--- src/hdl/pet_display_pkg.sv ---
package pet_display_pkg;

    // ******************************
    // pet states and animation tables
    // ******************************

    // values 5 to 7 are not valid states and map to frame 0
    typedef enum logic [2:0] {
        PET_IDLE     = 3'd0,
        PET_SLEEPING = 3'd1,
        PET_EATING   = 3'd2,
        PET_TEACHING = 3'd3,
        PET_DEAD     = 3'd4
    } pet_state_t;

    localparam int NUM_STATES    = 5;
    localparam int FRAME_BYTES   = 1024;
    localparam int BYTES_PER_ROW = 8;
    localparam int NUM_FRAMES    = 30;

    // frames per state, and where each state starts in the sprite memory
    localparam int FRAME_COUNT [NUM_STATES] = '{6, 4, 5, 7, 8};
    localparam int FRAME_BASE  [NUM_STATES] = '{0, 6, 10, 15, 22};

    typedef logic [9:0] byte_index_t;
    typedef logic [4:0] frame_num_t;
    typedef logic [2:0] anim_index_t;
    typedef logic [6:0] meter_level_t;

    // ******************************
    // meter bar layout
    // ******************************

    typedef struct packed {
        meter_level_t happiness;
        meter_level_t hunger;
        meter_level_t sleep;
    } meters_t;

    // first row of the happiness, hunger and sleep bars
    localparam int METER_ROW_BASE [3] = '{8, 18, 28};
    localparam int METER_ROWS = 5;

    localparam logic [7:0] SEG_FULL = 8'hEE;
    localparam logic [7:0] SEG_HALF = 8'hE0;

    // ******************************
    // transfer records
    // ******************************

    typedef struct packed {
        byte_index_t index;
        pet_state_t  state;
    } byte_req_t;

    typedef struct packed {
        logic        valid;
        byte_index_t index;
        pet_state_t  state;
        frame_num_t  frame;
    } lookup_t;

    typedef struct packed {
        logic [7:0] data;
        frame_num_t frame;
    } byte_resp_t;

    typedef struct packed {
        logic        valid;
        frame_num_t  frame;
        byte_index_t index;
        logic [7:0]  data;
    } sprite_load_t;

endpackage

--- src/hdl/meter_overlay.sv ---
`timescale 1ns/10ps

module meter_overlay (
    input  logic                          clk,
    input  logic                          i_reset,
    input  pet_display_pkg::lookup_t      i_lookup,
    input  pet_display_pkg::meters_t      i_meters,
    input  logic [7:0]                    i_data,
    output pet_display_pkg::byte_resp_t   o_resp,
    output logic                          o_resp_valid
);

    logic                          valid_q;
    pet_display_pkg::byte_index_t  index_q;
    pet_display_pkg::pet_state_t   state_q;
    pet_display_pkg::frame_num_t   frame_q;
    pet_display_pkg::meters_t      meters_q;
    pet_display_pkg::meter_level_t level [3];
    logic [6:0]                    row;
    logic [2:0]                    col;
    logic [7:0]                    byte_out;

    // stage aligned with the memory read
    always_ff @(posedge clk) begin
        if (i_reset) valid_q <= 1'b0;
        else         valid_q <= i_lookup.valid;
    end

    always_ff @(posedge clk) begin
        if (i_lookup.valid) begin
            index_q  <= i_lookup.index;
            state_q  <= i_lookup.state;
            frame_q  <= i_lookup.frame;
            meters_q <= i_meters;
        end
    end

    assign level[0] = meters_q.happiness;
    assign level[1] = meters_q.hunger;
    assign level[2] = meters_q.sleep;
    assign row      = index_q[9:3];
    assign col      = index_q[2:0];

    // ******************************
    // meter bar decode
    // ******************************

    // columns 1 to 5 are segments, each worth 20 points with a half step at 10
    always_comb begin
        byte_out = i_data;
        if (state_q > pet_display_pkg::PET_DEAD) byte_out = '0;
        for (int m = 0; m < 3; m++) begin
            if (int'(row) >= pet_display_pkg::METER_ROW_BASE[m] &&
                int'(row) < pet_display_pkg::METER_ROW_BASE[m] + pet_display_pkg::METER_ROWS &&
                col >= 3'd1 && col <= 3'd5) begin
                if (int'(level[m]) > 110 - 20 * int'(col)) begin
                    byte_out = pet_display_pkg::SEG_FULL;
                end else if (int'(level[m]) > 100 - 20 * int'(col)) begin
                    byte_out = pet_display_pkg::SEG_HALF;
                end else begin
                    byte_out = '0;
                end
            end
        end
    end

    always_ff @(posedge clk) begin
        if (i_reset) begin
            o_resp       <= '0;
            o_resp_valid <= 1'b0;
        end else begin
            o_resp_valid <= valid_q;
            if (valid_q) o_resp <= '{data: byte_out, frame: frame_q};
        end
    end

    a_single_resp: assert property (@(posedge clk) disable iff (i_reset)
        o_resp_valid |=> !o_resp_valid);

endmodule

--- config.mk ---
export PLATFORM = sky130hd
export DESIGN_NAME = meter_overlay
export DESIGN_NICKNAME = d
export VERILOG_FILES = /design/src/hdl/pet_display_pkg.sv /design/src/hdl/meter_overlay.sv
export SDC_FILE = /design/constraint.sdc
export NUM_CORES = 1
export LEC_CHECK = 0
export BUFFER_PORTS_ARGS = -buffer_cell sky130_fd_sc_hd__clkbuf_2
export CORE_ASPECT_RATIO = 1.5
export CORE_MARGIN = 5
export CORE_UTILIZATION = 30
export CTS_BUF_LIST = sky130_fd_sc_hd__clkbuf_8
export DETAILED_ROUTE_END_ITERATION = 12
export MAX_ROUTING_LAYER = met4
export PLACE_DENSITY = 0.52
export REMOVE_ABC_BUFFERS = 1
export SYNTH_ARGS = -nofsm -noshare
export SYNTH_HDL_FRONTEND = slang
export SYNTH_SLANG_ARGS = --single-unit
--- constraint.sdc ---
create_clock -name clk -period 6 [get_ports clk]
set_input_delay 0.9 -clock clk [delete_from_list [all_inputs] [get_ports clk]]
set_output_delay 0.9 -clock clk [all_outputs]
set_load 0.1 [all_outputs]
=== After elaboration in Yosys (flattened, before gate mapping) ===
Index checks and enable logic that the tools add are counted.

* Bits in registers: 54
* Bits of input ports: 50
* Output and inout bits: 14

* $lt $le $gt $ge: 15
* Multipliers: 1
* Multiplexer cells: 10
* Add/subtract/negate cells: 2
* Reduce and logical (&&, ||, !) cells: 9

{| class="wikitable"
|+ Operators with widths
! operator !! number
|-
| $gt 8x32->1 || 3
|-
| $mux 8 || 10
|-
| $sub 8x32->32 const A || 1
|-
| $gt 8x9->1 || 3
|-
| $ge 7x5->1 const B || 2
|-
| $logic_and 1x1->1 || 9
|-
| $sub 7x8->9 const A || 1
|-
| $ge 7x4->1 const B || 1
|-
| $lt 7x4->1 const B || 1
|-
| $lt 7x5->1 const B || 1
|-
| $lt 7x6->1 const B || 1
|-
| $mul 3x3->6 const A || 1
|-
| $ge 3x1->1 const B || 1
|-
| $gt 3x3->1 const B || 1
|-
| $le 3x3->1 const B || 1
|}

=== Longest topological paths before layout ===
* Depth after elaboration: 8
* Mapped depth: 13
* Gate-level depth less buffers: 13

=== Worst setup path before layout ===
No wires, ideal clock.

* Path type: register -> register
* From: reg index_q[2]
* To: reg o_resp[10] in the netlist's numbering
* Clock period less this slack: 3.029 ns
* Data arrival time: 2.938 ns
* Slack: 2.971 ns
* Required time: 5.909 ns
* Stages on the path, launching flop included: 11
* Buffers on the path: 0
* Path through: edfxtp_1 -> ha_1 -> ha_1 -> ha_1 -> fa_1 -> or3_1 -> a31oi_1 -> o21ai_0 -> a221oi_2 -> o31ai_1 -> a311oi_1

* Longest elaborated chain between the ends: 8
* Elaborated cells on any way between the ends: 26
* Those cells by class: add/sub: 2; mul: 1; order compare: 8; mux: 9; reduce/logical: 6

{| class="wikitable"
|+ RTL lines
! item !! line !! source
|-
| from (decl) || meter_overlay.sv:14 || <nowiki>pet_display_pkg::byte_index_t index_q;</nowiki>
|-
| from (signal assigned) || meter_overlay.sv:31 || <nowiki>index_q <= i_lookup.index;</nowiki>
|-
| branches (longest 7 deep; another with $sub 8x32->32) || n/a ||
|-
| $mux 8 * || meter_overlay.sv:53 || <nowiki>if (int'(row) >= pet_display_pkg::METER_ROW_BASE[m] &&</nowiki>
|-
| to (signal assigned) || meter_overlay.sv:73 || <nowiki>if (valid_q) o_resp <= '{data: byte_out, frame: frame_q};</nowiki>
|-
| to (decl) || meter_overlay.sv:9 || <nowiki>output pet_display_pkg::byte_resp_t o_resp,</nowiki>
|}

Every way passes the cells marked *.
A chain may end at the register's enable or synchronous reset.

=== Worst setup path after layout ===
* From: reg index_q[1]
* To: reg o_resp[12] in the netlist's numbering

Same word-level chain as after synthesis.

==> flow_metrics.tcl <==
set metrics [dict create \
    outcome "complete, no violations" \
    worst_pin_slew_ns 0.994 \
    first_pass_iters 4 \
    p_leak_uw 0.00149 \
    antennaDiodeCount 0 \
    ys_seq_area_frac 0.499 \
    synthesis.area_sq_um 2950 \
    p_int_uw 618 \
    cpPeakStageDelay_ns 0.64 \
    rsz0062_at_grt "false" \
    maxCapViolCount 0 \
    hp-class "flop to flop" \
    drive_gt1_frac 0.260 \
    setup_slack_ns 2.43 \
    synth_cells 244 \
    core_sq_um 9630 \
    drtAntennaViolNets 0 \
    crit_type "flop to flop" \
    rows 44 \
    yosysUniqueCellTypes 48 \
    final_cell_mix "clkbuf_2, ha_1, edfxtp_1, nor2_1, dfxtp_1" \
    crit_fanout 10 \
    dieArea_sq_um 12000 \
    ys_warn_count 0 \
    ir_drop_uv 123 \
    die-width_microns 91.0 \
    antenna_found_initial 0 \
    cts_buffer_depth 2 \
    post-place-ws_ns 2.41 \
    layout_commonest_cell "clkbuf_2" \
    crit_top_cell "ha_1" \
    dp_hpwl_microns 5210 \
    cp.required_ns 6.24 \
    cts_hold_buf 0 \
    vias 2130 \
    max_slew_margin 0.337 \
    power.net_switching_uw 316 \
    initial_core_util 0.306 \
    grt_pass1_vias 2316 \
    skew_ns 0.0111 \
    syn_to_final_growth_pct 18.5 \
    clk_pin_slew_ns 0.11 \
    io_pins 64 \
    cp-end-kind "flop" \
    die_y_microns 131 \
    clkLatencyLatePin_ns 0.32 \
    slowest_stage "edfxtp_1" \
    htree_num_levels 2 \
    post_cts_buffers 0 \
    place.gp.congestion 0.874 \
    cts_buffers 5 \
    totalWireLength_microns 6580 \
    crit_arrival_ns 3.80 \
    drc 0 \
    wire_per_inst_microns 15.4 \
    overflow 0 \
    max_freq_mhz 280 \
    track_usage 0.116 \
    setup_viol 0 \
    ys_ff_latch 54 \
    cts_tree "done" \
    pwr-share-clk 0.237 \
    fin_tns_setup_ns 0 \
    p_sw_frac 0.338 \
    worstSetupStartpointType "flop" \
    final_hold_viol_count 0 \
    cts_resized 0 \
    avgSynthCellArea_sq_um 12.1 \
    drv_slew 0 \
    path_cells "ha_1 > inv_1 > ha_1 > nand3_1 > ha_1 > or3_1 > a31oi_1 > o21ai_0 > a221oi_2 > o31ai_1 > a311oi_1" \
    dr.first_iter.drc_count 66 \
    clock-sinks 54 \
    cts-root-buf "clkbuf_8" \
    port_buffers 63 \
    powerDensity_nw_per_um2 267 \
    vias_per_cell 4.99 \
    synthArstFlopShare 0 \
    period_needed_ns 3.57 \
    finish.net_count 402 \
    synthFlopType "edfxtp_1" \
    synth_edf_count 39 \
    seq_power_share 0.484 \
    post-route-period-util 0.594 \
    p_comb_frac 0.279 \
    grt_pass1_wl_microns 11000 \
    path_buf_inv 1 \
    critPathTopFamily "compound AO/OA/AOI/OAI gates" \
    grt_max_degree 41 \
    hold_slack_ns 0.479 \
]
[cells in the mapped netlist (3+ instances only)]
master,number,area [sq um]
o21ai_0,7,35.0
nand2_1,6,22.5
clkbuf_1,3,11.3
a211oi_1,5,37.5
inv_1,12,45.0
nor2b_1,6,37.5
nor4bb_1,3,30.0
mux2i_1,5,50.1
edfxtp_1,39,1170
dfxtp_1,15,300
nor2_1,16,60.1
a21oi_1,10,50.1
nand2b_1,9,56.3
o31ai_1,4,30.0
nand3_1,8,40.0
and3_1,7,43.8
nor3_1,4,20.0
nand4_1,3,18.8
a21o_1,4,30.0
ha_1,39,488
[layout make-up]
type | count | area, sq um
repair buffers | 63 | 315
well taps | 115 | 144
flip-flops and latches | 54 | 1470
fillers | 964 | 6140
inverters | 12 | 45.0
clock inverters | 3 | 28.8
multi-input cells | 175 | 1420
clock buffers | 5 | 68.8
[registers in the layout, indices dropped and copies added (netlist names)]
| signal | flops |
|---|---|
| level | 21 |
| o_resp | 13 |
| index_q | 10 |
| frame_q | 5 |
| state_q | 3 |
| o_resp_valid | 1 |
| valid_q | 1 |
[worst paths after layout]
check	from	to	slack (ns)	cells past startpoint
worst max register to register	index_q[1]$_DFFE_PP_	o_resp[12]$_SDFFE_PP0P_	2.43	11
worst min register to register	o_resp[9]$_SDFFE_PP0P_	o_resp[9]$_SDFFE_PP0P_	0.48	2
worst min-delay path	o_resp[9]$_SDFFE_PP0P_	o_resp[9]$_SDFFE_PP0P_	0.48	2
worst max-delay path	index_q[1]$_DFFE_PP_	o_resp[12]$_SDFFE_PP0P_	2.43	11
[worst min-delay path, cell delays in order (launching register included)]
cell and delay, ns:
dfxtp_1 0.33, nand2b_1 0.06, a21oi_1 0.05
[stage by stage]
| stage | instances | utilization | total power [uW] | instance area, sq um |
|---|---|---|---|---|
| 2_1_floorplan | 241 | - | 644 | 2940 |
| 3_3_place_gp | 419 | 0.353 | 720 | 3400 |
| 3_5_place_dp | 419 | 0.353 | 723 | 3400 |
| 4_1_cts | 427 | 0.363 | 950 | 3500 |
| 5_1_grt | 427 | 0.363 | 996 | 3500 |
| 6_report | 427 | 0.363 | 934 | 3500 |
[cells by family after synthesis]
| family | after synthesis | share of synthesized area |
|---|---|---|
| flops | 54 | 0.499 |
| buf+inv | 15 | 0.0191 |
| fa+ha+maj | 41 | 0.179 |
| simple gates | 78 | 0.155 |
| compound gates | 49 | 0.126 |
| mux | 5 | 0.0170 |
| xor+xnor | 2 | 0.00594 |
[metal layers]
metal,GRT usage,vias to the layer above,part of all wire
met5,-,-,0
met4,0.0457,0,0.024
met3,0.0217,10,0.048
met2,0.206,61,0.51
met1,0.124,994,0.41
li1,-,1065,-
[power groups by stage]
stage | combinational, uW | clock, uW | sequential (uW)
after global placement | 259 | 0 | 461
final | 260 | 221 | 452
after floorplan | 150 | 0 | 494
after global routing | 294 | 246 | 457
after CTS | 263 | 234 | 453
after detailed placement | 262 | 0 | 461
Note: power is estimated with default switching activity, not from simulation.
