### src/hdl/pet_display_pkg.sv
package pet_display_pkg;

    // ******************************
    // pet states and animation tables
    // ******************************

    // values 5 to 7 are not valid states and map to frame 0
    typedef enum logic [2:0] {
        PET_IDLE     = 3'd0,
        PET_SLEEPING = 3'd1,
        PET_EATING   = 3'd2,
        PET_TEACHING = 3'd3,
        PET_DEAD     = 3'd4
    } pet_state_t;

    localparam int NUM_STATES    = 5;
    localparam int FRAME_BYTES   = 1024;
    localparam int BYTES_PER_ROW = 8;
    localparam int NUM_FRAMES    = 30;

    // frames per state, and where each state starts in the sprite memory
    localparam int FRAME_COUNT [NUM_STATES] = '{6, 4, 5, 7, 8};
    localparam int FRAME_BASE  [NUM_STATES] = '{0, 6, 10, 15, 22};

    typedef logic [9:0] byte_index_t;
    typedef logic [4:0] frame_num_t;
    typedef logic [2:0] anim_index_t;
    typedef logic [6:0] meter_level_t;

    // ******************************
    // meter bar layout
    // ******************************

    typedef struct packed {
        meter_level_t happiness;
        meter_level_t hunger;
        meter_level_t sleep;
    } meters_t;

    // first row of the happiness, hunger and sleep bars
    localparam int METER_ROW_BASE [3] = '{8, 18, 28};
    localparam int METER_ROWS = 5;

    localparam logic [7:0] SEG_FULL = 8'hEE;
    localparam logic [7:0] SEG_HALF = 8'hE0;

    // ******************************
    // transfer records
    // ******************************

    typedef struct packed {
        byte_index_t index;
        pet_state_t  state;
    } byte_req_t;

    typedef struct packed {
        logic        valid;
        byte_index_t index;
        pet_state_t  state;
        frame_num_t  frame;
    } lookup_t;

    typedef struct packed {
        logic [7:0] data;
        frame_num_t frame;
    } byte_resp_t;

    typedef struct packed {
        logic        valid;
        frame_num_t  frame;
        byte_index_t index;
        logic [7:0]  data;
    } sprite_load_t;

endpackage

### src/hdl/animation_sequencer.sv
`timescale 1ns/10ps

module animation_sequencer #(
    parameter int FRAME_TICKS = 2**23
) (
    input  logic                         clk,
    input  logic                         i_reset,
    input  pet_display_pkg::pet_state_t  i_state,
    output pet_display_pkg::frame_num_t  o_frame
);

    localparam int TIMER_W = (FRAME_TICKS > 1) ? $clog2(FRAME_TICKS) : 1;

    logic [TIMER_W-1:0]           timer;
    logic                         timer_wrap;
    pet_display_pkg::anim_index_t anim_idx [pet_display_pkg::NUM_STATES];

    assign timer_wrap = (timer == TIMER_W'(FRAME_TICKS - 1));

    // ******************************
    // frame timer and animation indices
    // ******************************

    always_ff @(posedge clk) begin
        if (i_reset) begin
            timer <= '0;
            for (int s = 0; s < pet_display_pkg::NUM_STATES; s++) begin
                anim_idx[s] <= '0;
            end
        end else begin
            timer <= timer_wrap ? '0 : timer + 1'b1;
            // all states step together, each wrapping at its own frame count
            if (timer_wrap) begin
                for (int s = 0; s < pet_display_pkg::NUM_STATES; s++) begin
                    if (int'(anim_idx[s]) == pet_display_pkg::FRAME_COUNT[s] - 1) begin
                        anim_idx[s] <= '0;
                    end else begin
                        anim_idx[s] <= anim_idx[s] + 1'b1;
                    end
                end
            end
        end
    end

    always_comb begin
        o_frame = '0;
        if (i_state <= pet_display_pkg::PET_DEAD) begin
            o_frame = 5'(pet_display_pkg::FRAME_BASE[i_state]) + 5'(anim_idx[i_state]);
        end
    end

    for (genvar s = 0; s < pet_display_pkg::NUM_STATES; s++) begin : g_idx_check
        a_idx_in_range: assert property (@(posedge clk) disable iff (i_reset)
            int'(anim_idx[s]) < pet_display_pkg::FRAME_COUNT[s]);
    end

endmodule

### config.mk
export PLATFORM = sky130hd
export DESIGN_NAME = animation_sequencer
export DESIGN_NICKNAME = d
export VERILOG_FILES = /design/src/hdl/pet_display_pkg.sv /design/src/hdl/animation_sequencer.sv
export SDC_FILE = /design/constraint.sdc
export NUM_CORES = 1
export LEC_CHECK = 0
export BUFFER_PORTS_ARGS = -buffer_cell sky130_fd_sc_hd__buf_2
export CORE_ASPECT_RATIO = 1.4
export CORE_MARGIN = 2
export CORE_UTILIZATION = 55
export DETAILED_ROUTE_END_ITERATION = 8
export PLACE_DENSITY = 0.74
export REMOVE_ABC_BUFFERS = 1
export SETUP_SLACK_MARGIN = 0.2
export SLEW_MARGIN = 15
export SYNTH_ARGS = -nofsm -noshare
export SYNTH_HDL_FRONTEND = slang
export SYNTH_SLANG_ARGS = --single-unit
### constraint.sdc
create_clock -name clk -period 2.7 [get_ports clk]
set_input_delay 0.405 -clock clk [delete_from_list [all_inputs] [get_ports clk]]
set_output_delay 0.405 -clock clk [all_outputs]
set_load 0.01 [all_outputs]
### Word-level counts from Yosys, hierarchy flattened

Memory sizes are Yosys's and may differ from the RTL's.
Cells that the tools add are included.

| storage, ports and cells | value |
|---|---|
| register bits | 23 |
| RAM bits | 15 |
| ROM bits | 256 |
| input port bits | 5 |
| output and inout port bits | 5 |
| word-level logic and storage cells | 85 |
| memories | 2 |

Memories:

| name | words | width | read ports | clocked after Yosys merged registers in | write ports | RTL line | text |
|---|---|---|---|---|---|---|---|
| (name not given) | 8 | 32 | 1 | 0 | 0 | animation_sequencer.sv:48 | `o_frame = 5'(pet_display_pkg::FRAME_BASE[i_state]) + 5'(anim_idx[i_state]);` |
| anim_idx | 5 | 3 | 6 | 0 | 5 | animation_sequencer.sv:16 | `pet_display_pkg::anim_index_t anim_idx [pet_display_pkg::NUM_STATES];` |

| cells by class | value |
|---|---|
| add/sub/neg operators | 7 |
| $lt $le $gt $ge | 2 |
| equality and inequality tests | 6 |
| muxes and demuxes | 55 |
| bitwise logic cells | 11 |
| reduce and logical (&&, ||, !) cells | 1 |

Operators by type and width:

| operator | count |
|---|---|
| 1-bit two-way mux | 42 |
| 3-bit two-way mux | 10 |
| 23-bit by 1-bit adder with 23-bit output, second input constant | 1 |
| 23-bit equality test, second input constant | 1 |
| 3-bit by 1-bit adder with 3-bit output, second input constant | 5 |
| 5-bit two-way mux | 3 |
| 1-bit OR | 10 |
| 3-bit equality test, second input constant | 3 |
| 5-bit by 3-bit adder with 5-bit output | 1 |
| 4-bit greater-or-equal comparator, second input constant | 1 |
| 3-bit NOT with 4-bit output | 1 |
| 3-bit by 1-bit equality test with 1-bit output, second input constant | 1 |
| 3-bit by 2-bit equality test with 1-bit output, second input constant | 1 |
| 3-bit less-or-equal comparator, second input constant | 1 |
| 2-bit OR reduction | 1 |

### Depth between registers and ports, before layout

| logic depth | value |
|---|---|
| depth in word-level cells | 7 |
| mapped depth | 8 |
| depth with buffers taken out | 7 |

### Worst setup path before layout

No wires, ideal clock.

| path | value |
|---|---|
| kind | input to output |
| from | in i_state[0] |
| to | out o_frame[3] |
| data arrival time | 2491 ps |
| data required time | 2295 ps |
| slack | -196 ps |
| stages | 8 |
| cells stage by stage | clkbuf_1 -> mux4_2 -> mux2_2 -> ha_1 -> a21o_1 -> a21oi_1 -> xor2_1 -> o21ai_0 |

| on the way | value |
|---|---|
| cells in the longest elaborated chain, start to end | 6 |

Ends and longest elaborated chain:

| item | RTL line | text |
|---|---|---|
| start, declared | animation_sequencer.sv:8 | `input pet_display_pkg::pet_state_t i_state,` |
| 3-bit NOT with 4-bit output (not written as such) | animation_sequencer.sv:48 |  |
| memory read 8 x 32 bit | - |  |
| 5-bit two-way mux (not written as such) (2 in series) | animation_sequencer.sv:48 |  |
| 5-bit by 3-bit adder with 5-bit output | animation_sequencer.sv:48 |  |
| 5-bit two-way mux * | animation_sequencer.sv:47 | `if (i_state <= pet_display_pkg::PET_DEAD) begin` |
| end, declared | animation_sequencer.sv:9 | `output pet_display_pkg::frame_num_t o_frame` |

Mark *: on every way between the ends. The rest lies on a longest branch, timed or not. The select of a mux whose other input is x is not followed.

==> impl_summary.log <==
INFO  metric post_synth_and_or_nand_nor_area_fraction = 0.2088
INFO  metric detailed_place.area = between 0.002 and 0.0025 mm^2
INFO  metric finalMaxSlewViolations = 0
INFO  metric dp_hpwl = roughly 3100 um
INFO  metric grt_pass1_vias = 1589
INFO  metric root_buffer = sky130_fd_sc_hd__clkbuf_8
INFO  metric grtUsageMet2 = 0.3882
INFO  metric synth_top_cell_area_share = 0.2183
INFO  metric final_hold_vios = 0
INFO  metric failing_checks = setup timing
INFO  metric number_of_flops_mapped_to_enable_cells_by_yosys = 15
INFO  metric layout.core_utilization = 0.6600
INFO  metric synth_cells = 209
INFO  metric drtPass1Iterations = 4
INFO  metric min_period = ~2.9 ns
INFO  metric place.gp.congestion = 1.012
INFO  metric initial_core_util = 0.5739
INFO  metric post_synth_instance_area = 0.002110 mm^2
INFO  metric cp-start-kind = register
INFO  metric clk_transition_reported_paths = 0.07 ns
INFO  metric chipWidth = 56.34 um
INFO  metric wl_per_cell = ~15 um
INFO  metric final-seq-area = about 910 um^2
INFO  metric postSynth.asyncResetShare = 0
INFO  metric n_fill_cell = about 300
INFO  metric drc = 0
INFO  metric slew_of_the_pin_with_the_lowest_slew_margin = ~0.53 ns
INFO  metric worst_case_vdd_ir_drop = 0.0004269 V
INFO  metric viasPerCell = approximately 5.9
INFO  metric grt_most_used_layer = met2
INFO  metric synth.yosys.seq_area_share = 0.4318
INFO  metric grt.overflow.total = 0
INFO  metric grt_use_met1 = 0.2262
INFO  metric ant_nets = 0
INFO  metric muxShareOfSynthArea = 0.06228
INFO  metric synthesis.area_per_instance = between 10 and 15 um^2
INFO  metric critical_path_arrival = between 2 and 2.5 ns
INFO  metric num_rows = 26
INFO  metric numPortBuffers = 9
INFO  metric placed_cells_incl_taps = about 260
INFO  metric num_vias = around 1600
INFO  metric cts.htree.levels = 2
INFO  metric synthesis.yosys.warnings = 0
INFO  metric slew_margin_rel = 0.6453
INFO  metric required = approximately 2.3 ns
INFO  metric rsz_0062_raised_after_global_routing = true
INFO  metric finish.net_count = about 250
INFO  metric critical_path_class = register to output port
INFO  metric initial_drc_count = 45
INFO  metric leakagePower = about 0.91 nW
INFO  metric grt_start_max_net_pins = 16
INFO  metric routed_wl = 4143 um
INFO  metric cts_tree = built
INFO  metric period_share = 1.073
INFO  metric multi_input_comb_area = ~0.0012 mm^2
INFO  metric synth_top_cell_by_area = sky130_fd_sc_hd__dfxtp_1
INFO  metric max_cap_viol = 0
INFO  metric synth_xor_xnor_area_share = 0.06228
INFO  metric syn_to_final_growth = 15.01%
INFO  metric tritoncts_num_sinks = 38
INFO  metric synthDistinctLibCells = 40
INFO  metric stdcell_count = 276
INFO  metric timing.critical_path.to_type = output port
INFO  metric timing.final.ws_setup = -0.1959 ns
INFO  metric synth_area_in_compound_gates = 0.09668
INFO  metric post_synth_fa_ha_maj_area_fraction = 0.09253
INFO  metric worstSkewPairLatency = between 0.2 and 0.3 ns
INFO  metric clock_path_buffers = 2
INFO  metric critical_path.max_fanout = 2
INFO  metric core_area = between 0.003 and 0.004 mm^2
INFO  metric antenna_diode_count = 0
INFO  metric run_status = complete, but fails checks
INFO  metric netlist_top_cells_area = sky130_fd_sc_hd__dfxtp_1 (22%), sky130_fd_sc_hd__edfxtp_1 (21%), sky130_fd_sc_hd__ha_1 (8.3%), sky130_fd_sc_hd__nor2_1 (4.3%), sky130_fd_sc_hd__xor2_1 (4.2%)
INFO  metric setup_viols_final = 4
INFO  metric fmax = 0.3453 GHz
INFO  metric grt_antenna_before_repair = 0
INFO  metric grt_first_pass_wirelength = roughly 7100 um
INFO  metric yosys_register_bits = 38
INFO  metric numCtsBuffers = 5
INFO  metric pin_count = 10
INFO  metric whs = 0.3779 ns
INFO  metric hold_path_class = input port to register
INFO  metric fp.dieArea = 0.004354 mm^2
INFO  metric finish.instance_area = approximately 0.0024 mm^2
INFO  metric finalPower = between 0.001 and 0.0015 W
INFO  metric power_density = approximately 470 mW/mm^2
INFO  metric die-height = just under 80 um
INFO  metric layout-drive-gt1-share = 0.2137
INFO  metric clock-skew-final = approximately 0.011 ns
INFO  metric synth_top_family_by_area = simple AND/OR/NAND/NOR gates
INFO  metric use_met3 = 0.04890
INFO  metric postSynth.topFlopCell = sky130_fd_sc_hd__dfxtp_1
INFO  metric grt_util_all_layers = 0.2112
## area by class of cell
class / count / area share
flip-flops and latches: 38 / 0.3755
repair buffers: 26 / 0.07117
clock buffers: 8 / 0.03713
inverters: 12 / 0.01857
multi-input cells: 150 / 0.4760
well taps: 42 / 0.02166
## path summary, 6_finish.rpt
check / slack (ns) / cells after the start / from / to
worst min-delay path: 0.38 / 2 / i_reset / timer[18]$_SDFF_PP0_
worst max-delay path: -0.20 / 7 / anim_idx[3][0]$_SDFFCE_PN0P_ / o_frame[2]
worst max register to register: 0.31 / 5 / timer[0]$_SDFF_PP0_ / anim_idx[0][0]$_SDFFCE_PN0P_
worst min register to register: 0.48 / 2 / timer[22]$_SDFF_PP0_ / timer[22]$_SDFF_PP0_
## logic make-up after synthesis
family,Yosys count
buf+inv,21
xor+xnor,15
mux,9
compound gates,30
simple gates,81
flops,38
fa+ha+maj,15
## Yosys cell counts, drive strengths merged (4+ instances only)
master  count
o31ai       7
o21ai       5
xnor2       5
inv        12
nand3       9
nor3        4
buf         4
xor2       10
nand2       8
clkbuf      5
nand4       7
and3        4
a211oi      6
edfxtp     15
a21oi       9
nor2       24
or4         5
dfxtp      23
or3         7
ha         14
## where the power goes
| part | switching, W | internal (W) | total [W] |
|---|---|---|---|
| Sequential | 0.0000113 | 0.000607 | 0.000618 |
| Combinational | 0.0000623 | 0.0000601 | 0.000122 |
| Clock | 0.000189 | 0.000208 | 0.000398 |
## worst max-delay path, stage by stage, from the launching register on
cell	delay [ns]
sky130_fd_sc_hd__edfxtp_1	0.41
sky130_fd_sc_hd__mux4_2	0.50
sky130_fd_sc_hd__mux2_4	0.31
sky130_fd_sc_hd__ha_4	0.17
sky130_fd_sc_hd__fa_2	0.35
sky130_fd_sc_hd__xor2_1	0.17
sky130_fd_sc_hd__and2_1	0.16
sky130_fd_sc_hd__buf_2	0.13
## per-layer routing
layer,vias up,part of all wire
li1,804,-
met1,794,0.39
met2,24,0.55
met3,10,0.025
met4,0,0.030
met5,-,0
## layout by cell type, fill, tap and decap left out, drive strengths merged, types with 2 or more instances in the layout
master,instances
a211oi,6
a21oi,9
and2,3
and3,4
buf,26
clkbuf,8
dfxtp,23
edfxtp,15
ha,14
inv,12
mux2,3
mux2i,3
mux4,3
nand2,8
nand2b,2
nand3,9
nand4,7
nor2,24
nor3,4
nor3b,3
nor4,2
o21ai,5
o31ai,7
or3,7
or4,5
xnor2,5
xor2,10
## flip-flops by register name (all words and copies together) (netlist names)
signal,cells
anim_idx,15
timer,23
## repair_timing
action,in CTS,in global routing
gates resized for setup,8,1
setup endpoints to repair,5,20
hold buffers,0,0
setup buffers,5,6
pin swaps,2,1
## through the flow
step	setup TNS, ns	setup slack (ns)
6_report	-0.5816	-0.1959
5_1_grt	-0.8253	-0.2633
4_1_cts	-0.5774	-0.1925
3_5_place_dp	-0.3862	-0.1687
3_3_place_gp	-0.09363	-0.04884
2_1_floorplan	0	0.02781
No activity file was read; power rests on OpenSTA's default activity.
