**src/hdl/pet_display_pkg.sv**
```systemverilog
package pet_display_pkg;

    // ******************************
    // pet states and animation tables
    // ******************************

    // values 5 to 7 are not valid states and map to frame 0
    typedef enum logic [2:0] {
        PET_IDLE     = 3'd0,
        PET_SLEEPING = 3'd1,
        PET_EATING   = 3'd2,
        PET_TEACHING = 3'd3,
        PET_DEAD     = 3'd4
    } pet_state_t;

    localparam int NUM_STATES    = 5;
    localparam int FRAME_BYTES   = 1024;
    localparam int BYTES_PER_ROW = 8;
    localparam int NUM_FRAMES    = 30;

    // frames per state, and where each state starts in the sprite memory
    localparam int FRAME_COUNT [NUM_STATES] = '{6, 4, 5, 7, 8};
    localparam int FRAME_BASE  [NUM_STATES] = '{0, 6, 10, 15, 22};

    typedef logic [9:0] byte_index_t;
    typedef logic [4:0] frame_num_t;
    typedef logic [2:0] anim_index_t;
    typedef logic [6:0] meter_level_t;

    // ******************************
    // meter bar layout
    // ******************************

    typedef struct packed {
        meter_level_t happiness;
        meter_level_t hunger;
        meter_level_t sleep;
    } meters_t;

    // first row of the happiness, hunger and sleep bars
    localparam int METER_ROW_BASE [3] = '{8, 18, 28};
    localparam int METER_ROWS = 5;

    localparam logic [7:0] SEG_FULL = 8'hEE;
    localparam logic [7:0] SEG_HALF = 8'hE0;

    // ******************************
    // transfer records
    // ******************************

    typedef struct packed {
        byte_index_t index;
        pet_state_t  state;
    } byte_req_t;

    typedef struct packed {
        logic        valid;
        byte_index_t index;
        pet_state_t  state;
        frame_num_t  frame;
    } lookup_t;

    typedef struct packed {
        logic [7:0] data;
        frame_num_t frame;
    } byte_resp_t;

    typedef struct packed {
        logic        valid;
        frame_num_t  frame;
        byte_index_t index;
        logic [7:0]  data;
    } sprite_load_t;

endpackage

```
**src/hdl/pet_request_port.sv**
```systemverilog
`timescale 1ns/10ps

module pet_request_port (
    input  logic                         clk,
    input  logic                         i_reset,
    input  logic                         i_req,
    input  pet_display_pkg::byte_req_t   i_req_data,
    output logic                         o_ack,
    input  pet_display_pkg::frame_num_t  i_frame,
    output pet_display_pkg::lookup_t     o_lookup,
    input  logic                         i_resp_valid
);

    typedef enum logic [1:0] {
        WAIT_REQ,
        BUSY,
        ACKED,
        WAIT_DROP
    } port_state_t;

    port_state_t                 state;
    logic                        lookup_valid;
    pet_display_pkg::byte_req_t  req_q;
    pet_display_pkg::frame_num_t frame_q;

    // one lookup per handshake, issued from the idle state only
    always_ff @(posedge clk) begin
        if (i_reset) begin
            state        <= WAIT_REQ;
            lookup_valid <= 1'b0;
        end else begin
            lookup_valid <= 1'b0;
            case (state)
                WAIT_REQ: begin
                    if (i_req) begin
                        lookup_valid <= 1'b1;
                        state        <= BUSY;
                    end
                end
                BUSY: begin
                    if (i_resp_valid) state <= ACKED;
                end
                ACKED: begin
                    if (!i_req) state <= WAIT_DROP;
                end
                default: state <= WAIT_REQ;
            endcase
        end
    end

    // the frame is taken from the sequencer at the same edge as the request
    always_ff @(posedge clk) begin
        if (state == WAIT_REQ && i_req) begin
            req_q   <= i_req_data;
            frame_q <= i_frame;
        end
    end

    // ack stays up through WAIT_DROP so it falls one cycle after i_req is seen low
    assign o_ack = (state == ACKED) || (state == WAIT_DROP);

    assign o_lookup = '{valid: lookup_valid, index: req_q.index, state: req_q.state,
                        frame: frame_q};

    a_ack_needs_req: assert property (@(posedge clk) disable iff (i_reset)
        $rose(o_ack) |-> i_req);

    a_no_lookup_while_acked: assert property (@(posedge clk) disable iff (i_reset)
        o_lookup.valid |-> !o_ack);

endmodule

```
**config.mk**
```make
export PLATFORM = sky130hd
export DESIGN_NAME = pet_request_port
export DESIGN_NICKNAME = d
export VERILOG_FILES = /design/src/hdl/pet_display_pkg.sv /design/src/hdl/pet_request_port.sv
export SDC_FILE = /design/constraint.sdc
export NUM_CORES = 1
export LEC_CHECK = 0
export BUFFER_PORTS_ARGS = -buffer_cell sky130_fd_sc_hd__buf_2
export CORE_UTILIZATION = 41
export CTS_CLUSTER_DIAMETER = 100
export DETAILED_ROUTE_END_ITERATION = 7
export PLACE_DENSITY = 0.77
export SLEW_MARGIN = 20
export SYNTH_ARGS = -nofsm -noshare
export SYNTH_HDL_FRONTEND = slang
export SYNTH_SLANG_ARGS = --single-unit
export TNS_END_PERCENT = 5
```
**constraint.sdc**
```tcl
create_clock -name clk -period 1.95 [get_ports clk]
set_input_delay 0.0975 -clock clk [delete_from_list [all_inputs] [get_ports clk]]
set_output_delay 0.0975 -clock clk [all_outputs]
set_load 0.02 [all_outputs]
```
# [After elaboration in Yosys (flattened, before gate mapping)]
# Cells that the tools add are included.
# Widths: inputs -> output; s select.
[totals] reg_bits=21 output_inout_bits=20 in_bits=22
[classes] bitwise_logic=1 reduce_logical=5 n_eq_ne=6 n_mux=5
[op_table] op="$mux 2" n=3
[op_table] op="$ne 2x2->1 const B" n=3
[op_table] op="$pmux 2 s3" n=1
[op_table] op="$eq 2x2->1 const B" n=2
[op_table] op="$reduce_and 3->1" n=1
[op_table] op="$eq 2x1->1 const B" n=1
[op_table] op="$logic_not 2->1" n=1
[op_table] op="$reduce_or 2->1" n=1
[op_table] op="$logic_and 1x1->1" n=1
[op_table] op="$logic_or 1x1->1" n=1
[op_table] op="$mux 1" n=1
[op_table] op="$not 1->1" n=1

# [Logic depth before layout (Yosys ltp)]
# Gate-level depths: netlist of the first run.
[logic_depth] word_depth=3 depth_mapped=5 ltp_nobuf=5

# [Worst setup path before layout of the first run]
# Ideal clock, no wire load.
[synth_path] kind="register -> register" startpoint="register state[0]" endpoint="register state[0]" arrival_ns=1.470 t_required_ns=1.880 setup_time_ns=0.070 path_stages_with_launch=6 setup_slack_ns=0.410 n_path_buf=0 path_cell_list="dfxtp_1 inv_1 ha_1 mux2_4 or4_1 a21oi_1"
[synth_between] elab_chain_cells=3
[synth_rtl] element="start: declaration" line_no="pet_request_port.sv:21" rtl="port_state_t state;"
[synth_rtl] element="start signal: assignment" line_no="pet_request_port.sv:29" rtl="state <= WAIT_REQ;"
[synth_rtl] element="start signal: assignment" line_no="pet_request_port.sv:37" rtl="state <= BUSY;"
[synth_rtl] element="start signal: assignment" line_no="pet_request_port.sv:41" rtl="if (i_resp_valid) state <= ACKED;"
[synth_rtl] element="$eq 2x1->1 (tied with other cells)" line_no="pet_request_port.sv:33" rtl="case (state)"
[synth_rtl] element="$ne 2x2->1 (no source line)"
[synth_rtl] element="$reduce_and 3->1 (no source line)"
# Parallel ways exist; a longest one is shown, timed or not.
# A chain may end at the register's enable or synchronous reset.

# [Final worst setup path of the first run]
# Ends and elaborated chain as after synthesis.

==> summary.txt, run 1 <==
slack of the critical path: 294 ps
Layout Nets: 131
final RePlAce weighted congestion: 0.570
final-report hold violation count: 0
post-place instance area: 981 sq um
final clock skew: 6.43 ps
# setup viols final: 0
Worst setup EP type: flop
Net Count, Synth: 67
Tot Pwr: 1.31 mW
H-tree depth: 1
ant diodes: 0
Final TNS setup: 0 ps
HP Class: in -> reg
Final Max Slew Viols: 0
total grt overflow: 0
antenna violations before repair: 0
Critical Path RT: 2180 ps
maximum number of pins on one net before global-route repair: 20
Hold Crit Start: i_req
# IOs: 42
vias in the first global route: 560
part of the power in the clock network: 14.9%
Die X: 44.8 um
Die Y-Extent: 44.8 um
Post-CTS Resized: 0
Avg WL per Cell: 11.9 um
Internal: 0.876 mW
Tmin final: 1660 ps
combinational share of power: 34.9%
RSZ-0062 raised after global routing: false
FF+latch count, synth: 21
actual slew at the worst max-slew pin: 413 ps
crit-path max FO: 4
fin area: 1200 sq um
Ys Warns: 0
global-route wire length before repair: 2330 um
layout cells sized above 1: 46.2%
initial core utilization: 43.6%
commonest non-fill, non-tap cell in the layout: buf_2
clock tree buffer depth: 2
Max Fclk: 604 MHz
FP Rows: 15
Sequential Power Share: 50.2%
clock-pin transition on the worst setup and hold timing paths: 110 ps
worst vdd ir: 0.703 mV
outcome: finished clean
DR vias/cell: 4.34
worst slack at placement: 320 ps
DRT Pass-1 Iters: 4
WL final: 1540 um
post-synth cell types: 14
Max Cap Viol: 0
buffers added on ports: 41
number of CTS-inserted buffers: 3
drt initial violations: 1
crit path from: state[0]$_SDFFE_PP0P_
commonest cells after routing, fill and taps aside: 41 x buf_2, 19 x dlygate4sd3_1, 18 x edfxtp_1
syn avg cell area: 18.3 sq um
Area Growth Syn to Fin: 59.4%
final design utilization: 69.4%
worst skew pair latency: 290 ps
Crit Path Category: reg -> reg
Post-Syn Instances: 41
CTS root buf: clkbuf_4
fin crit share: 84.9%
post-synthesis sequential area ratio: 79.9%
setup bufs post-CTS: 0
Worst Path Arrival: 1880 ps
Pwr per Cell Area: 1090 nW/um^2
antenna viol nets, final: 0
CTS tree: yes
Rel. slew slack: 72.5%
R2R Path Start: state[0]$_SDFFE_PP0P_
type of origin of the critical path: flop
Lkg Pwr: 0.530 nW
Post-Syn Area: 752 sq um
# clock sinks: 21
overall routing resource usage: 16.9%
die area: 2010 sq um
Sw Share: 33.1%
via count: 560
Net Sw Power: 0.432 mW
DRC Markers: 0
core area: 1730 sq um
## cell families after synthesis
| group | synth area share [%] |
|---|---|
| AND/OR/NAND/NOR | 5.82 |
| AO/OA/AOI/OAI | 3.16 |
| adder cells (fa/ha/maj) | 6.66 |
| buffers and inverters | 2.50 |
| flip-flops | 79.9 |
| multiplexers | 2.00 |
## routing by layer
| layer | routed length [um] | GRT usage [%] | vias up |
|---|---|---|---|
| met5 | 0 | 0 | - |
| met4 | 22 | 9.09 | 0 |
| met3 | 105 | 4.40 | 2 |
| met2 | 847 | 31.2 | 26 |
| met1 | 565 | 17.4 | 258 |
| li1 | - | - | 274 |
## cell usage after synthesis
library cell	count	share of area [%]
mux2_4	1	2.0
or4_1	1	1.0
ha_1	4	6.7
and2_2	1	1.0
a21oi_1	1	0.66
o21ai_0	2	1.3
buf_4	1	1.0
edfxtp_1	18	72
nor2b_1	3	2.5
or2_2	1	0.83
o41ai_1	1	1.2
nor2_1	1	0.50
dfxtp_1	3	8.0
inv_1	3	1.5
## per-stage QoR
step	hold WS [ps]	cells
after CTS	153	129
after global placement	275	106
after global routing	159	129
after floorplan	167	41
final	171	129
after detailed placement	276	106
## registers in the layout, summed over array words and instances (netlist names)
name and count:
o_lookup 13, lookup_valid 1, state 2, frame_q 5
## timing repair
| item | CTS | global route |
|---|---|---|
| setup endpoints to repair | 0 | 0 |
| endpoints found under the hold margin | 20 | 0 |
| hold buffers | 19 | 0 |
## path summary, 6_finish.rpt
check	end	slack, ps	cells past startpoint
min	state[1]$_SDFFE_PP0P_	170	3
max	state[0]$_SDFFE_PP0P_	290	5
max reg2reg	state[0]$_SDFFE_PP0P_	290	5
min reg2reg	state[0]$_SDFFE_PP0P_	530	2
## worst max-delay path: stages, from the launching register on
cell	delay (ps)
dfxtp_1	400
inv_1	80
ha_1	220
mux2_4	290
or4_1	460
a21oi_1	140
## layout make-up
cell class,instances,area (sq um)
Sequential cell,21,601
Fill cell,132,528
Timing Repair Buffer,60,395
Multi-Input combinational cell,16,133
Tap cell,25,31.3
Clock buffer,3,22.5
Inverter,3,11.3
Clock inverter,1,5.00
## power groups by stage
| stage | sequential [mW] | clock (mW) | combinational [mW] |
|---|---|---|---|
| 2_1_floorplan | 0.769 | 0 | 0.188 |
| 3_3_place_gp | 0.660 | 0 | 0.415 |
| 3_5_place_dp | 0.665 | 0 | 0.426 |
| 4_1_cts | 0.654 | 0.206 | 0.457 |
| 5_1_grt | 0.667 | 0.226 | 0.498 |
| 6_report | 0.657 | 0.195 | 0.456 |
No activity file was read; power rests on OpenSTA's default activity.
==> inputs of run 2 (changes only) <==
Settings changed: CORE_UTILIZATION 41 to 37, PLACE_DENSITY 0.77 to 0.73.
Clock period 1.95 ns to 1.4 ns, I/O delays scaled along.
==> summary.txt, run 2 (same netlist as run 1, synthesis figures left out) <==
outcome: complete, but fails checks
failing checks: negative setup slack
Internal: 1.39 mW
part of the power in the clock network: 13.5%
WL final: 1690 um
ant diodes: 0
Critical-path top delay cell: dfxtp_4
commonest non-fill, non-tap cell in the layout: buf_2
register area: 606 sq um
Worst Path Arrival: 1690 ps
Die Y-Extent: 47.1 um
CTS root buf: clkbuf_4
die area: 2220 sq um
antenna violations before repair: 0
clock tree buffer depth: 2
DP Wirelength: 950 um
RSZ-0062 raised after global routing: true
# setup viols final: 1
fin area: 1300 sq um
Avg WL per Cell: 12.7 um
combinational share of power: 41.5%
Worst setup EP type: flop
Crit Path Category: reg -> reg
Layout Nets: 135
actual slew at the worst max-slew pin: 297 ps
Max Fclk: 681 MHz
Rel. slew slack: 80.0%
final clock skew: 2.69 ps
DRT Pass-1 Iters: 4
core area: 1820 sq um
commonest cells after routing, fill and taps aside: 40 x buf_2, 19 x dlygate4sd3_1, 18 x edfxtp_1
DRC Markers: 0
DR vias/cell: 4.35
worst skew pair latency: 290 ps
overall routing resource usage: 15.9%
maximum number of pins on one net before global-route repair: 20
Max Cap Viol: 0
# clock sinks: 21
worst vdd ir: 1.00 mV
crit-path max cell delay: 390 ps
vias in the first global route: 571
HP Class: in -> reg
final-report hold violation count: 0
Tot Pwr: 2.07 mW
worst path cell trace: inv_4 -> ha_4 -> mux2_4 -> or4_1 -> a21oi_1
drt initial violations: 8
Final Max Slew Viols: 0
Pwr per Cell Area: 1590 nW/um^2
# IOs: 42
global-route wire length before repair: 2330 um
total grt overflow: 0
post-place instance area: 1020 sq um
clock-pin transition on the worst setup and hold timing paths: 110 ps
type of origin of the critical path: flop
Tmin final: 1470 ps
H-tree depth: 1
via count: 578
antenna viol nets, final: 0
max reg flops: 13
final RePlAce weighted congestion: 0.621
Net Sw Power: 0.680 mW
initial core utilization: 41.3%
Die X: 47.1 um
number of CTS-inserted buffers: 3
Area Growth Syn to Fin: 72.5%
slack of the critical path: -68.1 ps
CTS tree: yes
buffers added on ports: 41
Sequential Power Share: 45.0%
final hold slack: 184 ps
Critical Path RT: 1620 ps
Lkg Pwr: 0.553 nW
Sw Share: 32.9%
layout cells sized above 1: 53.7%
fin crit share: 105%
crit-path max FO: 3
FP Rows: 15
footprint of the multi-input gates: 173 sq um
Layout fillers: 126
-- run 2: changes by cell type in the layout (fill, tap and decap cells not counted), sizes merged --
cell    previous run  this run
buf               41        45
clkbuf             3         4
clkinv             1         0
-- run 2: power by group through the flow --
stage / clock network, mW / registers [mW] / logic (mW)
6_report: 0.279 / 0.930 / 0.857
5_1_grt: 0.304 / 0.945 / 0.927
4_1_cts: 0.278 / 0.926 / 0.836
3_5_place_dp: 0 / 0.929 / 0.687
3_3_place_gp: 0 / 0.924 / 0.678
2_1_floorplan: 0 / 1.08 / 0.267
-- run 2: metrics by stage --
step	setup TNS [ps]	std cells	worst slack, ps	util, %
after CTS	-68.7	133	-68.7	71.1
after global routing	-128	133	-114	71.3
final	-68.1	133	-68.1	71.3
after floorplan	0	41	9.15	-
after global placement	0	109	7.94	56.2
after detailed placement	-57.1	109	-57.1	56.2
-- run 2: what timing repair did --
item / 4_1_cts / 5_1_grt
resized for setup: 10 / 1
buffers inserted: 1 / 0
endpoints found under the setup margin: 2 / 3
hold buffers: 19 / 0
pin swaps: 2 / 1
hold endpoints to repair: 20 / 0
-- run 2: critical path: cells and delay by family (launching register included) --
family	cells	cell delay, ps
AOI/OAI and AO/OA	1	140
muxes	1	270
and+or+nand+nor	1	390
DFF	1	390
adders and majority gates	1	160
buffers and inverters	1	50
-- run 2: final timing paths --
path	depth (start not counted)	to	start	slack (ps)
setup / recovery	5	state[0]$_SDFFE_PP0P_	state[0]$_SDFFE_PP0P_	-70
hold / removal	4	state[0]$_SDFFE_PP0P_	i_resp_valid	180
setup reg to reg	5	state[0]$_SDFFE_PP0P_	state[0]$_SDFFE_PP0P_	-70
hold reg to reg	3	state[0]$_SDFFE_PP0P_	state[0]$_SDFFE_PP0P_	660
-- run 2: per-layer routing --
layer  wire (um)  track usage (%)  vias up  share of wire (%)
met5           0                0        -                  0
met4           8             6.86        0               0.47
met3         120             2.31        2                7.1
met2         946             33.1       31                 56
met1         610             14.9      262                 36
li1            -                -      283                  -
-- run 2: layout make-up --
cell class	instances	area share, %
flip-flops and latches	21	46.7
repair buffers	64	34.5
multi-input cells	16	13.3
well taps	25	2.41
clock buffers	4	2.03
inverters	3	1.06
==> inputs of run 3 (changes only) <==
Settings changed: CTS_CLUSTER_DIAMETER 100 to 50, SKIP_CTS_REPAIR_TIMING set to 1.
==> summary.txt, run 3 (same netlist as run 1, synthesis figures left out) <==
global-route wire length before repair: 1530 um
worst skew pair latency: 280 ps
number of CTS-inserted buffers: 3
vias in the first global route: 386
Final Max Slew Viols: 0
worst slack at placement: -57.1 ps
Internal: 1.33 mW
clock tree buffer depth: 2
max reg flops: 13
initial core utilization: 41.3%
outcome: complete, but fails checks
crit path from: state[0]$_SDFFE_PP0P_
Worst Path Arrival: 1690 ps
# setup viols final: 1
H-tree depth: 1
final clock skew: 4.37 ps
Worst Setup EP: state[0]$_SDFFE_PP0P_
R2R Path Start: state[0]$_SDFFE_PP0P_
core area: 1820 sq um
slack of the critical path: -68.9 ps
DR vias/cell: 4.21
crit-path max FO: 3
DP Wirelength: 950 um
commonest non-fill, non-tap cell in the layout: buf_2
final hold slack: 178 ps
drt initial violations: 5
FP Rows: 15
fin crit share: 105%
Final TNS setup: -68.9 ps
Tmin final: 1470 ps
# IOs: 42
ant diodes: 0
max layer used: met4
part of the power in the clock network: 13.7%
die area: 2220 sq um
failing checks: negative setup slack
# clock sinks: 21
Max Fclk: 681 MHz
total grt overflow: 0
WL final: 1540 um
combinational share of power: 39.1%
buffers added on ports: 41
clock-pin transition on the worst setup and hold timing paths: 100 ps
actual slew at the worst max-slew pin: 289 ps
final design utilization: 68.7%
type of origin of the critical path: flop
worst vdd ir: 1.02 mV
met3 WL: 109 um
Die X: 47.1 um
maximum number of pins on one net before global-route repair: 20
Reg2Reg Setup Slack: -70 ps
Tot Pwr: 1.95 mW
Sw Share: 31.7%
CTS root buf: clkbuf_4
wire length on met1: 611 um
Rel. slew slack: 80.5%
commonest cells after routing, fill and taps aside: 40 x buf_2, 19 x dlygate4sd3_1, 18 x edfxtp_1
Critical Path RT: 1620 ps
antenna violations before repair: 0
met2 WL post-DR: 808 um
Worst setup EP type: flop
Max Cap Viol: 0
via count: 556
Pwr per Cell Area: 1560 nW/um^2
layout cells sized above 1: 53.3%
Lkg Pwr: 0.542 nW
R2R Path End: state[0]$_SDFFE_PP0P_
Layout fillers: 132
Net Sw Power: 0.618 mW
Layout Nets: 134
Die Y-Extent: 47.1 um
DRC Markers: 0
overall routing resource usage: 10.5%
DRT Pass-1 Iters: 2
Avg WL per Cell: 11.7 um
RSZ-0062 raised after global routing: true
Sequential Power Share: 47.2%
Crit Path Category: reg -> reg
final RePlAce weighted congestion: 0.621
CTS tree: yes
r2r worst-path depth: 5
final-report hold violation count: 0
antenna viol nets, final: 0
HP Class: in -> reg
Area Growth Syn to Fin: 66.4%
-- run 3: changes by cell type in the layout (fill, tap and decap cells not counted) --
cell,change
inv_4,-1
ha_2,+3
dfxtp_4,-1
dfxtp_2,+1
inv_2,+1
ha_4,-3
buf_6,-1
-- run 3: how the worst min path moves through the flow --
stage                  start                endpoint  slack, ps  cells after the start
2_1_floorplan        i_reset   state[0]$_SDFFE_PP0P_        130                      1
3_3_place_gp   i_req_data[5]  o_lookup[10]$_DFFE_PP_        250                      1
3_5_place_dp   i_req_data[4]   o_lookup[9]$_DFFE_PP_        250                      1
4_1_cts           i_frame[1]    frame_q[1]$_DFFE_PP_        -60                      1
5_1_grt         i_resp_valid   state[0]$_SDFFE_PP0P_        180                      4
6_report        i_resp_valid   state[1]$_SDFFE_PP0P_        180                      4
-- run 3: area by class of cell --
type                       count  area (sq um)  area share (%)
sequential                    21           603            48.2
clock buffer                   4          26.3            2.10
tap                           25          31.3            2.50
multi-input combinational     16           143            11.4
timing repair buffer          63           437            34.9
inverter                       3          11.3           0.900
-- run 3: power groups by stage --
| stage | logic, mW | clock network [mW] | registers [mW] |
|---|---|---|---|
| after CTS | 0.692 | 0.278 | 0.915 |
| after global placement | 0.678 | 0 | 0.924 |
| after global routing | 0.824 | 0.302 | 0.936 |
| after floorplan | 0.267 | 0 | 1.08 |
| after detailed placement | 0.687 | 0 | 0.929 |
| final | 0.762 | 0.267 | 0.920 |
-- run 3: worst max-delay path: stages, from the launching register on --
cell	delay [ps]
dfxtp_2	370
inv_2	50
ha_2	180
mux2_4	270
or4_1	390
a21oi_1	140
-- run 3: routing by layer --
| metal | vias up | GRT usage [%] |
|---|---|---|
| li1 | 279 | - |
| met1 | 248 | 10.3 |
| met2 | 27 | 19.4 |
| met3 | 2 | 2.69 |
| met4 | 0 | 6.86 |
| met5 | - | 0 |
-- run 3: stage by stage --
| step | instances | area [sq um] |
|---|---|---|
| after floorplan | 41 | 759 |
| after global placement | 109 | 1020 |
| after detailed placement | 109 | 1020 |
| after CTS | 113 | 1050 |
| after global routing | 132 | 1250 |
| final | 132 | 1250 |
